File: config.mk
export PLATFORM = sky130hd
export DESIGN_NAME = motor_core
export DESIGN_NICKNAME = d
export VERILOG_FILES = /design/src/common/motor_pkg.sv /design/src/motor_core.sv /design/src/encoder/quad_encoder.sv /design/src/motion/phase_sequencer.sv /design/src/motion/step_generator.sv /design/src/spi/config_regs.sv /design/src/spi/spi_target.sv
export SDC_FILE = /design/constraint.sdc
export NUM_CORES = 2
export LEC_CHECK = 0
export BUFFER_PORTS_ARGS = -buffer_cell sky130_fd_sc_hd__buf_2
export CAP_MARGIN = 20
export CORE_MARGIN = 2
export CORE_UTILIZATION = 55
export CTS_CLUSTER_DIAMETER = 120
export DETAILED_ROUTE_END_ITERATION = 8
export PLACE_DENSITY = 0.77
export SYNTH_ARGS = -nofsm -noshare
export SYNTH_HDL_FRONTEND = slang
export SYNTH_SLANG_ARGS = --single-unit
export TNS_END_PERCENT = 10
File: constraint.sdc
create_clock -name CLK -period 28.7 [get_ports CLK]
set_clock_uncertainty 0.15 [all_clocks]
set_input_delay 0 -clock CLK [delete_from_list [all_inputs] [get_ports CLK]]
set_output_delay 0 -clock CLK [all_outputs]
set_load 0.02 [all_outputs]
File: src/common/motor_pkg.sv
`default_nettype none

package motor_pkg;

  // Register map
  typedef enum logic [7:0] {
    REG_ENABLE      = 8'h01,
    REG_MICROSTEPS  = 8'h02,
    REG_CURRENT     = 8'h03,
    REG_STEP_PERIOD = 8'h04,
    REG_MOVE        = 8'h05,
    REG_READ_ENC    = 8'h10,
    REG_READ_STATUS = 8'h11
  } reg_addr_e;

  localparam int FRAME_BITS = 40;  // Address byte then data word
  localparam int ADDR_BITS  = 8;
  localparam int DATA_BITS  = 32;

  localparam int POS_BITS  = 8;  // 256 positions per electrical cycle
  localparam int PWM_BITS  = 8;
  localparam int MSTEP_MAX = 6;  // 64 microsteps

  // Quarter-wave cosine, index 64 is the quadrant boundary and reads as 0
  // Polynomial fit 1 - 1.2337 t^2 + 0.2337 t^4 with t = idx / 64
  function automatic logic [7:0] quarter_cos(input logic [5:0] idx);
    int sq;
    int amp;
    sq  = int'(idx) * int'(idx);
    amp = 255 - (315 * sq) / 4096 + (60 * sq * sq) / 16777216;
    return amp[7:0];
  endfunction

endpackage

`default_nettype wire
File: src/motor_core.sv
`timescale 1ns/1ps
`default_nettype none

module motor_core #(
  parameter int RESET_HOLD = 256,
  parameter int ENC_WIDTH  = 32
) (
  input  wire  CLK,
  input  wire  rst_n,
  input  wire  sck,
  input  wire  cs_n,
  input  wire  copi,
  input  wire  enc_a,
  input  wire  enc_b,
  input  wire  halt,
  output logic cipo,
  output logic step_out,
  output logic dir_out,
  output logic move_done,
  output logic phase_a1,
  output logic phase_a2,
  output logic phase_b1,
  output logic phase_b2
);

  localparam int HOLD_W = $clog2(RESET_HOLD + 1);

  logic [HOLD_W-1:0] hold_cnt;
  logic              hold_done;
  logic              core_rst_n;

  logic [motor_pkg::DATA_BITS-1:0] rd_data;
  logic [motor_pkg::DATA_BITS-1:0] rx_data;
  motor_pkg::reg_addr_e            rx_addr;
  logic                            addr_strobe;
  logic                            frame_strobe;

  logic        enable;
  logic [2:0]  microsteps;
  logic [7:0]  current;
  logic [15:0] step_period;
  logic        move_start;
  logic        move_dir;
  logic [23:0] move_steps;

  logic [motor_pkg::POS_BITS-1:0] position;
  logic signed [ENC_WIDTH-1:0]    enc_count;
  logic                           enc_fault;

  assign hold_done = (hold_cnt == HOLD_W'(RESET_HOLD));

  // Reset stretcher, released RESET_HOLD cycles after rst_n goes high
  always_ff @(posedge CLK) begin
    if (!rst_n) begin
      hold_cnt   <= '0;
      core_rst_n <= 1'b0;
    end else if (!hold_done) begin
      hold_cnt   <= hold_cnt + 1'b1;
      core_rst_n <= (hold_cnt == HOLD_W'(RESET_HOLD - 1));
    end
  end

  hold_keeps_reset: assert property (@(posedge CLK) disable iff (!rst_n)
    !hold_done |-> !core_rst_n);

  spi_target u_spi_target (
    .CLK          (CLK),
    .rst_n        (core_rst_n),
    .sck          (sck),
    .cs_n         (cs_n),
    .copi         (copi),
    .rd_data      (rd_data),
    .cipo         (cipo),
    .addr_strobe  (addr_strobe),
    .frame_strobe (frame_strobe),
    .rx_addr      (rx_addr),
    .rx_data      (rx_data)
  );

  config_regs #(.ENC_WIDTH(ENC_WIDTH)) u_config_regs (
    .CLK          (CLK),
    .rst_n        (core_rst_n),
    .addr_strobe  (addr_strobe),
    .frame_strobe (frame_strobe),
    .rx_addr      (rx_addr),
    .rx_data      (rx_data),
    .enc_count    (enc_count),
    .enc_fault    (enc_fault),
    .move_done    (move_done),
    .position     (position),
    .rd_data      (rd_data),
    .enable       (enable),
    .microsteps   (microsteps),
    .current      (current),
    .step_period  (step_period),
    .move_start   (move_start),
    .move_dir     (move_dir),
    .move_steps   (move_steps)
  );

  step_generator u_step_generator (
    .CLK         (CLK),
    .rst_n       (core_rst_n),
    .move_start  (move_start),
    .move_dir    (move_dir),
    .move_steps  (move_steps),
    .step_period (step_period),
    .halt        (halt),
    .step        (step_out),
    .dir         (dir_out),
    .move_done   (move_done)
  );

  phase_sequencer u_phase_sequencer (
    .CLK        (CLK),
    .rst_n      (core_rst_n),
    .step       (step_out),   // Same pulse the host sees
    .dir        (dir_out),
    .microsteps (microsteps),
    .current    (current),
    .enable     (enable),
    .position   (position),
    .phase_a1   (phase_a1),
    .phase_a2   (phase_a2),
    .phase_b1   (phase_b1),
    .phase_b2   (phase_b2)
  );

  quad_encoder #(.ENC_WIDTH(ENC_WIDTH)) u_quad_encoder (
    .CLK   (CLK),
    .rst_n (core_rst_n),
    .enc_a (enc_a),
    .enc_b (enc_b),
    .count (enc_count),
    .fault (enc_fault)
  );

endmodule

`default_nettype wire

File: src/encoder/quad_encoder.sv
`timescale 1ns/1ps
`default_nettype none

module quad_encoder #(
  parameter int ENC_WIDTH = 32
) (
  input  wire                         CLK,
  input  wire                         rst_n,
  input  wire                         enc_a,
  input  wire                         enc_b,
  output logic signed [ENC_WIDTH-1:0] count,
  output logic                        fault
);

  logic [1:0] a_sync;
  logic [1:0] b_sync;
  logic [1:0] cur_ab;
  logic [1:0] prev_ab;
  logic [1:0] delta;
  logic       count_up;

  assign cur_ab   = {a_sync[1], b_sync[1]};
  assign delta    = cur_ab ^ prev_ab;
  // A leading B gives 00 10 11 01
  assign count_up = cur_ab[1] ^ prev_ab[0];

  // Pin synchronizers and last sampled state
  always_ff @(posedge CLK) begin
    a_sync  <= {a_sync[0], enc_a};
    b_sync  <= {b_sync[0], enc_b};
    prev_ab <= cur_ab;
  end

  always_ff @(posedge CLK) begin
    if (!rst_n) begin
      count <= '0;
      fault <= 1'b0;
    end else if (delta == 2'b11) begin
      fault <= 1'b1;  // Both lines moved, sticky
    end else if (delta != 2'b00) begin
      if (count_up)
        count <= count + 1'b1;
      else
        count <= count - 1'b1;
    end
  end

endmodule

`default_nettype wire

File: src/motion/phase_sequencer.sv
`timescale 1ns/1ps
`default_nettype none

module phase_sequencer (
  input  wire                             CLK,
  input  wire                             rst_n,
  input  wire                             step,
  input  wire                             dir,
  input  wire [2:0]                       microsteps,
  input  wire [7:0]                       current,
  input  wire                             enable,
  output logic [motor_pkg::POS_BITS-1:0]  position,
  output logic                            phase_a1,
  output logic                            phase_a2,
  output logic                            phase_b1,
  output logic                            phase_b2
);

  localparam int PB      = motor_pkg::POS_BITS;
  localparam int QUARTER = 2 ** (PB - 2);  // One full step

  logic [PB-1:0]                   step_inc;
  logic [PB-1:0]                   pos_b;
  logic [8:0]                      cos_a;    // {negative, magnitude}
  logic [8:0]                      cos_b;
  logic [15:0]                     prod_a;
  logic [15:0]                     prod_b;
  logic [7:0]                      duty_a;
  logic [7:0]                      duty_b;
  logic [motor_pkg::PWM_BITS-1:0]  pwm_cnt;

  // Fold a full-cycle position onto the quarter table
  function automatic logic [8:0] cos_lookup(input logic [PB-1:0] pos);
    logic [1:0] quad;
    logic [5:0] idx;
    logic [7:0] mag;
    quad = pos[PB-1:PB-2];
    idx  = pos[5:0];
    if (!quad[0])
      mag = motor_pkg::quarter_cos(idx);
    else if (idx == 6'd0)
      mag = 8'd0;  // Zero crossing at 64 and 192
    else
      mag = motor_pkg::quarter_cos(6'd0 - idx);
    return {quad[1] ^ quad[0], mag};
  endfunction

  assign step_inc = PB'(QUARTER) >> microsteps;
  assign pos_b    = position - PB'(QUARTER);  // B lags A by 90 degrees

  assign cos_a  = cos_lookup(position);
  assign cos_b  = cos_lookup(pos_b);
  assign prod_a = current * cos_a[7:0];
  assign prod_b = current * cos_b[7:0];
  assign duty_a = prod_a[15:8];
  assign duty_b = prod_b[15:8];

  always_ff @(posedge CLK) begin
    if (!rst_n) begin
      position <= '0;
    end else if (step) begin
      if (dir)
        position <= position + step_inc;
      else
        position <= position - step_inc;
    end
  end

  always_ff @(posedge CLK) begin
    if (!rst_n) begin
      pwm_cnt  <= '0;
      phase_a1 <= 1'b0;
      phase_a2 <= 1'b0;
      phase_b1 <= 1'b0;
      phase_b2 <= 1'b0;
    end else begin
      pwm_cnt  <= pwm_cnt + 1'b1;  // Free running, wraps every 256
      phase_a1 <= enable && !cos_a[8] && (pwm_cnt < duty_a);
      phase_a2 <= enable &&  cos_a[8] && (pwm_cnt < duty_a);
      phase_b1 <= enable && !cos_b[8] && (pwm_cnt < duty_b);
      phase_b2 <= enable &&  cos_b[8] && (pwm_cnt < duty_b);
    end
  end

  bridge_a_safe: assert property (@(posedge CLK) disable iff (!rst_n)
    !(phase_a1 && phase_a2));

  bridge_b_safe: assert property (@(posedge CLK) disable iff (!rst_n)
    !(phase_b1 && phase_b2));

endmodule

`default_nettype wire

File: src/motion/step_generator.sv
`timescale 1ns/1ps
`default_nettype none

module step_generator (
  input  wire        CLK,
  input  wire        rst_n,
  input  wire        move_start,
  input  wire        move_dir,
  input  wire [23:0] move_steps,
  input  wire [15:0] step_period,
  input  wire        halt,
  output logic       step,
  output logic       dir,
  output logic       move_done
);

  typedef enum logic {
    IDLE,
    RUN
  } state_e;

  state_e      state;
  logic [15:0] period_eff;
  logic [15:0] per_cnt;    // Counts down to the next pulse
  logic [23:0] remaining;
  logic        accept;
  logic        fire;

  assign period_eff = (step_period < 16'd2) ? 16'd2 : step_period;
  assign accept     = move_start && (state == IDLE) && (move_steps != 24'd0) && !halt;
  assign fire       = (state == RUN) && (per_cnt == 16'd1) && (remaining != 24'd0);
  assign move_done  = (state == IDLE);

  always_ff @(posedge CLK) begin
    if (!rst_n) begin
      state     <= IDLE;
      step      <= 1'b0;
      dir       <= 1'b0;
      per_cnt   <= 16'd0;
      remaining <= 24'd0;
    end else begin
      step <= fire && !halt;
      case (state)
        IDLE: begin
          if (accept) begin
            state     <= RUN;
            dir       <= move_dir;
            per_cnt   <= period_eff - 16'd1;  // First pulse lands period_eff after accept
            remaining <= move_steps;
          end
        end
        RUN: begin
          if (halt)
            state <= IDLE;
          else if (step && remaining == 24'd0)
            state <= IDLE;  // Last pulse just went out
          if (fire) begin
            per_cnt   <= period_eff;
            remaining <= remaining - 24'd1;
          end else if (per_cnt != 16'd0) begin
            per_cnt <= per_cnt - 16'd1;
          end
        end
        default: state <= IDLE;
      endcase
    end
  end

  step_in_run: assert property (@(posedge CLK) disable iff (!rst_n)
    step |-> (state == RUN));

  step_single: assert property (@(posedge CLK) disable iff (!rst_n)
    step |=> !step);

endmodule

`default_nettype wire

File: src/spi/config_regs.sv
`timescale 1ns/1ps
`default_nettype none

module config_regs #(
  parameter int ENC_WIDTH = 32
) (
  input  wire                             CLK,
  input  wire                             rst_n,
  input  wire                             addr_strobe,
  input  wire                             frame_strobe,
  input  wire motor_pkg::reg_addr_e       rx_addr,
  input  wire [motor_pkg::DATA_BITS-1:0]  rx_data,
  input  wire [ENC_WIDTH-1:0]             enc_count,
  input  wire                             enc_fault,
  input  wire                             move_done,
  input  wire [7:0]                       position,
  output logic [motor_pkg::DATA_BITS-1:0] rd_data,
  output logic                            enable,
  output logic [2:0]                      microsteps,
  output logic [7:0]                      current,
  output logic [15:0]                     step_period,
  output logic                            move_start,
  output logic                            move_dir,
  output logic [23:0]                     move_steps
);

  localparam int DW = motor_pkg::DATA_BITS;

  // Write side, registers update the cycle after frame_strobe
  always_ff @(posedge CLK) begin
    if (!rst_n) begin
      enable      <= 1'b0;
      microsteps  <= 3'd0;
      current     <= 8'd0;
      step_period <= 16'd100;
      move_start  <= 1'b0;
      move_dir    <= 1'b0;
      move_steps  <= 24'd0;
    end else begin
      move_start <= 1'b0;
      if (frame_strobe) begin
        case (rx_addr)
          motor_pkg::REG_ENABLE:      enable <= rx_data[0];
          motor_pkg::REG_MICROSTEPS: begin
            if (rx_data[2:0] > motor_pkg::MSTEP_MAX)
              microsteps <= 3'(motor_pkg::MSTEP_MAX);  // Clamp to 64 microsteps
            else
              microsteps <= rx_data[2:0];
          end
          motor_pkg::REG_CURRENT:     current <= rx_data[7:0];
          motor_pkg::REG_STEP_PERIOD: step_period <= rx_data[15:0];
          motor_pkg::REG_MOVE: begin
            move_start <= 1'b1;
            move_dir   <= rx_data[31];
            move_steps <= rx_data[23:0];
          end
          default: ;
        endcase
      end
    end
  end

  // Read side, latched while the host still clocks nothing out
  always_ff @(posedge CLK) begin
    if (!rst_n) begin
      rd_data <= '0;
    end else if (addr_strobe) begin
      case (rx_addr)
        motor_pkg::REG_READ_ENC:    rd_data <= DW'($signed(enc_count));
        motor_pkg::REG_READ_STATUS: rd_data <= {enc_fault, move_done, 22'd0, position};
        default:                    rd_data <= '0;
      endcase
    end
  end

  mstep_in_range: assert property (@(posedge CLK) disable iff (!rst_n)
    microsteps <= 3'(motor_pkg::MSTEP_MAX));

endmodule

`default_nettype wire

File: src/spi/spi_target.sv
`timescale 1ns/1ps
`default_nettype none

module spi_target (
  input  wire                             CLK,
  input  wire                             rst_n,
  input  wire                             sck,
  input  wire                             cs_n,
  input  wire                             copi,
  input  wire [motor_pkg::DATA_BITS-1:0]  rd_data,
  output logic                            cipo,
  output logic                            addr_strobe,
  output logic                            frame_strobe,
  output motor_pkg::reg_addr_e            rx_addr,
  output logic [motor_pkg::DATA_BITS-1:0] rx_data
);

  localparam int CNT_W = $clog2(motor_pkg::FRAME_BITS + 1);
  localparam int AB    = motor_pkg::ADDR_BITS;
  localparam int DB    = motor_pkg::DATA_BITS;
  localparam int FB    = motor_pkg::FRAME_BITS;

  logic [1:0]       sck_sync;
  logic [1:0]       cs_sync;
  logic [1:0]       copi_sync;
  logic             sck_prev;
  logic             sck_rise;
  logic             sck_fall;
  logic             selected;
  logic             shift_en;
  logic             tx_en;
  logic             tx_load;
  logic [CNT_W-1:0] bit_cnt;
  logic [DB-2:0]    rx_shift;  // Newest bit comes straight from copi
  logic [DB-1:0]    tx_shift;

  assign sck_rise = sck_sync[1] & ~sck_prev;
  assign sck_fall = ~sck_sync[1] & sck_prev;
  assign selected = ~cs_sync[1];
  assign shift_en = selected && sck_rise && (bit_cnt < CNT_W'(FB));
  // Data bits go out on the falls after the address byte
  assign tx_en    = selected && sck_fall && (bit_cnt >= CNT_W'(AB)) && (bit_cnt < CNT_W'(FB));

  always_ff @(posedge CLK) begin
    if (!rst_n) begin
      sck_sync  <= 2'b00;
      cs_sync   <= 2'b11;  // Deselected
      copi_sync <= 2'b00;
      sck_prev  <= 1'b0;
    end else begin
      sck_sync  <= {sck_sync[0], sck};
      cs_sync   <= {cs_sync[0], cs_n};
      copi_sync <= {copi_sync[0], copi};
      sck_prev  <= sck_sync[1];
    end
  end

  // Bit counter and strobes
  always_ff @(posedge CLK) begin
    if (!rst_n) begin
      bit_cnt      <= '0;
      addr_strobe  <= 1'b0;
      frame_strobe <= 1'b0;
    end else begin
      addr_strobe  <= 1'b0;
      frame_strobe <= 1'b0;
      if (!selected) begin
        bit_cnt <= '0;  // Short frame dropped here
      end else if (shift_en) begin
        bit_cnt      <= bit_cnt + 1'b1;
        addr_strobe  <= (bit_cnt == CNT_W'(AB - 1));
        frame_strobe <= (bit_cnt == CNT_W'(FB - 1));
      end
    end
  end

  always_ff @(posedge CLK) begin
    if (shift_en) begin
      rx_shift <= {rx_shift[DB-3:0], copi_sync[1]};
      if (bit_cnt == CNT_W'(AB - 1))
        rx_addr <= motor_pkg::reg_addr_e'({rx_shift[AB-2:0], copi_sync[1]});
      if (bit_cnt == CNT_W'(FB - 1))
        rx_data <= {rx_shift, copi_sync[1]};
    end
  end

  // Read data arrives the cycle after addr_strobe
  always_ff @(posedge CLK) begin
    if (!rst_n) begin
      tx_load <= 1'b0;
      cipo    <= 1'b0;
    end else begin
      tx_load <= addr_strobe;
      if (!selected)
        cipo <= 1'b0;
      else if (tx_en)
        cipo <= tx_shift[DB-1];
    end
  end

  always_ff @(posedge CLK) begin
    if (tx_load)
      tx_shift <= rd_data;
    else if (tx_en)
      tx_shift <= {tx_shift[DB-2:0], 1'b0};
  end

  strobes_exclusive: assert property (@(posedge CLK) disable iff (!rst_n)
    !(addr_strobe && frame_strobe));

endmodule

`default_nettype wire

==> After elaboration in Yosys (flattened, before gate mapping) <==
Index checks and enable logic that the tools add are counted.
{ "op_classes": {"addsub": 29, "mul": 18, "n_lt_le_gt_ge": 6, "eq_ne": 16, "n_shift": 1, "muxes": 23, "n_bitwise": 21, "reduce_logical": 53} }
{ "ops": {"columns": ["op", "n"], "rows": [
  ["multiplier 5 x 32 -> 30 bit, first input constant", 4],
  ["multiplier 30 x 13 -> 30 bit", 4],
  ["two-way mux 32 bit", 3],
  ["OR reduction 22 bit", 4],
  ["multiplier 9 x 12 -> 20 bit, first input constant", 4],
  ["adder 8 x 1 -> 8 bit", 8],
  ["two-way mux 16 bit", 4],
  ["one-hot mux 32 bit (2 select lines)", 1],
  ["multiplier 6 x 6 -> 12 bit", 4],
  ["two-way mux 24 bit", 2],
  ["one-hot mux 24 bit (2 select lines)", 1],
  ["nonzero test 24 bit", 2],
  ["OR reduction 12 bit", 4],
  ["adder 8 bit", 5],
  ["two-way mux 8 bit", 5],
  ["adder 32 x 1 -> 32 bit, second input constant", 1],
  ["multiplier 8 x 8 -> 16 bit", 2],
  ["one-hot mux 16 bit (2 select lines)", 1],
  ["subtractor 1 x 8 -> 8 bit, first input constant", 4],
  ["subtractor 16 x 1 -> 16 bit, second input constant", 2],
  ["subtractor 32 x 1 -> 32 bit, second input constant", 1],
  ["logical NOT 24 bit", 1],
  ["AND reduction 2 bit", 12],
  ["subtractor 24 x 1 -> 24 bit, second input constant", 1],
  ["other kinds (40)", 87]
]} }
{ "totals": {"regBits": 318, "in_bits": 8, "output_inout_bits": 8, "elab_cells": 206} }

==> Logic depth before layout (Yosys ltp) <==
{ "logic_depth": {"word_depth": 14, "ltp_mapped": 89, "ltp_nobuf": 85} }

==> Modules after synthesis <==
From an unflattened synthesis, not the netlist that was laid out.
{ "hier_totals": {"hier_cells": 4097, "area_unflattened_um2": 36984.2} }
{ "by_module_without_submodules": {"columns": ["mod", "n_inst", "cells_per_inst", "area_per_inst_um2"], "rows": [
  ["phase_sequencer", 1, 2630, 22602.9],
  ["spi_target", 1, 212, 4134.0],
  ["config_regs", 1, 364, 3519.6],
  ["step_generator", 1, 449, 3301.9],
  ["quad_encoder", 1, 387, 2915.3],
  ["motor_core", 1, 55, 510.5]
]} }

==> Worst setup path before layout <==
No wires, ideal clock.
{ "synth_timing": {"path_type": "register to register", "startpoint": "register u_phase_sequencer.position[0] in the netlist's numbering", "endpoint": "register u_phase_sequencer.phase_b2", "setup_ns": 0.060, "arrival_time_ns": 19.814, "required_ns": 28.490, "path_slack_ns": 8.675, "stages_incl_launch_ff": 82, "n_path_buf": 4, "path_cell_list": "dfxtp_1 > clkbuf_1 > inv_1 > clkbuf_1 > ha_1 > inv_2 > nor3_1 > xnor2_1 > and2_1 > fa_1 > inv_1 > fa_1 > fa_1 > inv_1 > ha_1 > a31oi_1 > nor2_1 > o21ai_0 > [... 46 more ...] > inv_1 > fa_1 > inv_1 > fa_1 > inv_1 > ha_1 > a21oi_1 > o21bai_1 > a221o_1 > a41oi_1 > a21oi_1 > xnor2_1 > ha_1 > and3_1 > o2111ai_1 > a211oi_1 > o41ai_1 > and3_1"} }
{ "synth_between": {"elab_chain_cells": 14} }
{ "synth_lines": {"columns": ["element", "line_no", "rtl"], "rows": [
  ["from (decl)", "phase_sequencer.sv:12", "output logic [motor_pkg::POS_BITS-1:0] position,"],
  ["from (signal assigned)", "phase_sequencer.sv:63", "position <= position + step_inc;"],
  ["from (signal assigned)", "phase_sequencer.sv:65", "position <= position - step_inc;"],
  ["subtractor 8 x 7 -> 8 bit *", "phase_sequencer.sv:49", "assign pos_b = position - PB'(QUARTER);"],
  ["subtractor 1 x 6 -> 6 bit", "phase_sequencer.sv:44", "mag = motor_pkg::quarter_cos(6'd0 - idx);"],
  ["multiplier 6 x 6 -> 12 bit", "motor_pkg.sv:29", "sq = int'(idx) * int'(idx);"],
  ["multiplier 5 x 32 -> 30 bit / multiplier 9 x 12 -> 20 bit (equally long branches)", "motor_pkg.sv:30", "amp = 255 - (315 * sq) / 4096 + (60 * sq * sq) / 16777216;"],
  ["multiplier 30 x 13 -> 30 bit / OR reduction 12 bit (equally long branches)", null, null],
  ["OR reduction 22 bit (no line) / AND 1 bit (equally long branches)", null, null],
  ["AND 1 bit (no line) / adder 8 x 1 -> 8 bit (equally long branches)", null, null],
  ["adder 8 x 1 -> 8 bit (no line) / subtractor 1 x 8 -> 8 bit (equally long branches)", null, null],
  ["adder 8 bit", "motor_pkg.sv:30", null],
  ["two-way mux 8 bit", "phase_sequencer.sv:41", "else if (idx == 6'd0)"],
  ["two-way mux 8 bit", "phase_sequencer.sv:39", "if (!quad[0])"],
  ["multiplier 8 x 8 -> 16 bit", "phase_sequencer.sv:54", "assign prod_b = current * cos_b[7:0];"],
  ["less-than comparator 8 bit", "phase_sequencer.sv:81", "phase_b2 <= enable && cos_b[8] && (pwm_cnt < duty_b);"],
  ["logical AND 1 bit *", "phase_sequencer.sv:81", null],
  ["to (signal assigned)", "phase_sequencer.sv:81", null],
  ["to (decl)", "phase_sequencer.sv:16", "output logic phase_b2"]
]} }
Mark *: on every way between the ends. The rest lies on a longest branch, timed or not.
A chain may end at the register's enable or synchronous reset.

==> Worst setup path after layout <==
Same ends and word-level chain as after synthesis.

==> out/qor.csv <==
metric,value,unit
status,finished clean,
whs_path_depth,3,
required,29050,ps
clock_latency,570,ps
fp.dieW,270.8,um
r2r_end,u_phase_sequencer.phase_b2,
final.setup.tns,0,ps
start_util,55.72,%
drive_gt1_share,4.387,%
cts_resized,0,
ios,16,
reg2reg_from,u_phase_sequencer.position[0],
combPwrFrac,3.5,%
critical_path.startpoint,u_phase_sequencer.position[0],
rows,97,
syn_to_final_growth,6.023,%
grtUsageMet1,31.96,%
dp_hpwl,67540,um
ys_async_sr_fraction,0,%
dr.pass1.iters,5,
critPathKind,register to register,
numClockSinks,311,
avgViaCountPerCell,5.636,
synth.yosys.warnings,0,
routed_wl,87990,um
syn_area,39160,um2
min_path_type,input pin to register,
p_sw_share,22.59,%
grt_antenna_before_repair,0,
hp-start,sck,
cts_buffers,35,
min_to,u_spi_target.sck_sync[0],
setup_violations,0,
portBuffers,15,
p_clk_share,48.5,%
ys_types,87,
cts_buffer_depth,3,
grt_pass1_vias,31070,
fin_crit_sh,76.23,%
core,70270,um2
dp_cells,5331,
slowest_delay,680,ps
crit_family,adder cells,
cts_tree,yes,
fmax,0.04571,GHz
cts_htree_levels,2,
r2r_setup_slack,6820,ps
cp.buffers_inverters,15,
cp_max_fo,32,
vdd_drop_max,52.32,uV
vias,30490,
worstRegToRegCells,77,
power_density,22.69,nW/um2
antenna_left,0,
rsz0062_at_grt,no,
synth_area_per_cell,8.717,um2
routedWlPerCell,16.27,um
synth_edf_count,96,
syn_nets,5456,
gp_congestion,0.8984,
netlist_instances,4492,
grt.overflow.total,0,
synth_seq_area_share,18.35,%
finalHoldViolations,0,
maxCapViolations,0,
stdcell_area,41510,um2
die_y,270.8,um
tightest_slew,1102,ps
drc,0,
grt_first_pass_wirelength,150200,um
filler_cell_count,6028,
grt_max_degree,85,
cellLeakagePower,19.82,nW
grt_busiest_layer,met2,
fin_cells,5409,
cp.arrival,22220,ps
die_area,73340,um2
relSlewSlack,26.54,%
critPathMostFrequentCell,fa_1,
grt_util_all_layers,24.49,%
postPlaceCellArea,40190,um2
power_switching,0.2128,mW
ys_seq_elements,311,
report.final.slew_viol_count,0,
slowest_stage,nor4_1,
met3_usage,2.441,%
cts-root-buf,clkbuf_16,
fin_crit,21880,ps
synth_top_flop_cell,dfxtp_1,
path_clk_slew,60,ps
fin_nets,5405,
power_frac_seq,47.9,%
p_int,0.7292,mW
drt-initial-drc-count,1711,
start_kind,register,
worst_setup_path_end_kind,register,
gr-usage-met2,43.11,%
-- final cells by class --
cell class                 instances  area [um2]  area share [%]
multi-input combinational       3273       28620           68.95
inverter                         753        2829           6.814
clock buffer                      48       985.9           2.375
tap                              940        1176           2.833
sequential                       311        7191           17.32
clock inverter                    16       180.2          0.4340
antenna                            1       2.502        0.006028
timing repair buffer              67       528.0           1.272
-- how the worst max path moves through the flow --
stage	cells after the start	slack (ps)	end
6_report	77	6820	u_phase_sequencer.phase_b2
5_1_grt	79	5580	u_phase_sequencer.phase_b2
4_1_cts	78	6340	u_phase_sequencer.phase_b2
3_5_place_dp	78	6420	u_phase_sequencer.phase_b2
3_3_place_gp	78	6980	u_phase_sequencer.phase_b2
2_1_floorplan	81	8680	u_phase_sequencer.phase_b2
-- synthesized netlist by cell type, types with 65 or more instances --
library cell	count	area share, %
inv_1	748	7.2
nand3_1	78	1.0
nand2_1	373	3.6
nand2b_1	82	1.3
xor2_1	77	1.7
nor2_1	511	4.9
clkbuf_1	133	1.3
ha_1	506	16
nor3_1	65	0.83
xnor2_1	102	2.3
dfxtp_1	215	11
fa_1	450	23
o21ai_0	122	1.6
a21oi_1	236	3.0
edfxtp_1	96	7.4
-- metrics by stage --
step                utilization, %  total power [mW]  setup WS [ps]  hold slack (ps)
floorplan                        -            0.4859           8675           -122.3
global placement             57.19            0.4912           6977           -45.12
detailed placement           57.19            0.4921           6420           -45.54
CTS                          58.99            0.9488           6338           0.2819
global route                 59.07            0.9692           5579            18.93
finish                       59.08            0.9420           6822            33.26
-- flip-flops by register name (all words and copies together) (netlist names), 2 cells and up --
| register | count |
|---|---|
| u_quad_encoder.b_sync | 2 |
| u_phase_sequencer.position | 8 |
| u_config_regs.current | 8 |
| u_spi_target.cs_sync | 2 |
| u_spi_target.tx_shift | 32 |
| u_spi_target.rx_shift | 31 |
| u_quad_encoder.a_sync | 2 |
| u_quad_encoder.count | 32 |
| u_spi_target.bit_cnt | 6 |
| u_spi_target.sck_sync | 2 |
| u_phase_sequencer.pwm_cnt | 8 |
| u_config_regs.microsteps | 3 |
| u_step_generator.remaining | 24 |
| u_spi_target.copi_sync | 2 |
| u_quad_encoder.prev_ab | 2 |
| u_config_regs.rd_data | 32 |
| u_step_generator.per_cnt | 16 |
| u_spi_target.rx_addr | 8 |
| u_config_regs.step_period | 16 |
| u_spi_target.rx_data | 25 |
| hold_cnt | 9 |
| u_config_regs.move_steps | 24 |
-- routing by layer --
layer  up-vias  wire [um]  share of wire [%]
met3       161       4072                4.6
met1     14930      38430                 44
met2       756      43070                 49
li1      14640          -                  -
met4         0       2407                2.7
met5         -          0                  0
-- logic make-up (layout without fill, tap and decap cells) --
| logic type | count (synthesis) | in the layout | synth area share (%) |
|---|---|---|---|
| buf+inv | 908 | 884 | 8.759 |
| mux | 86 | 86 | 2.304 |
| simple gates | 1383 | 1383 | 16.39 |
| compound gates | 666 | 666 | 10.84 |
| fa+ha+maj | 956 | 956 | 39.18 |
| other cells | 0 | 1 | 0 |
| xor+xnor | 182 | 182 | 4.176 |
| flops | 311 | 311 | 18.35 |
-- layout by cell type (no fill, tap or decap), drive strengths merged, types with 30 or more instances in the layout --
cell	instances
ha	506
mux2i	53
xnor2	104
and2	53
o21ai	126
dfxtp	215
fa	450
edfxtp	96
mux2	33
a21o	51
inv	757
nand3	79
buf	56
a21oi	236
nor2b	51
nand2b	82
xor2	77
nor3	66
a211oi	35
clkbuf	49
and3	30
nand2	374
nor2	511
-- tightest hold or removal path, delay by kind of cell --
kind	cells	cell delay, ps
buffers and inverters	2	610
AND/OR/NAND/NOR	1	110
-- power by group through the flow --
stage / clock network (mW) / logic [mW] / registers [mW]
2_1_floorplan: 0 / 0.0248 / 0.461
3_3_place_gp: 0 / 0.0300 / 0.461
3_5_place_dp: 0 / 0.0308 / 0.461
4_1_cts: 0.465 / 0.0322 / 0.452
5_1_grt: 0.481 / 0.0371 / 0.451
6_report: 0.457 / 0.0333 / 0.452
-- what timing repair did --
| action | in CTS | in global routing |
|---|---|---|
| hold buffers | 10 | 0 |
| endpoints found under the hold margin | 18 | 0 |
| buffers inserted | 0 | 0 |
No activity file was read; power rests on OpenSTA's default activity.
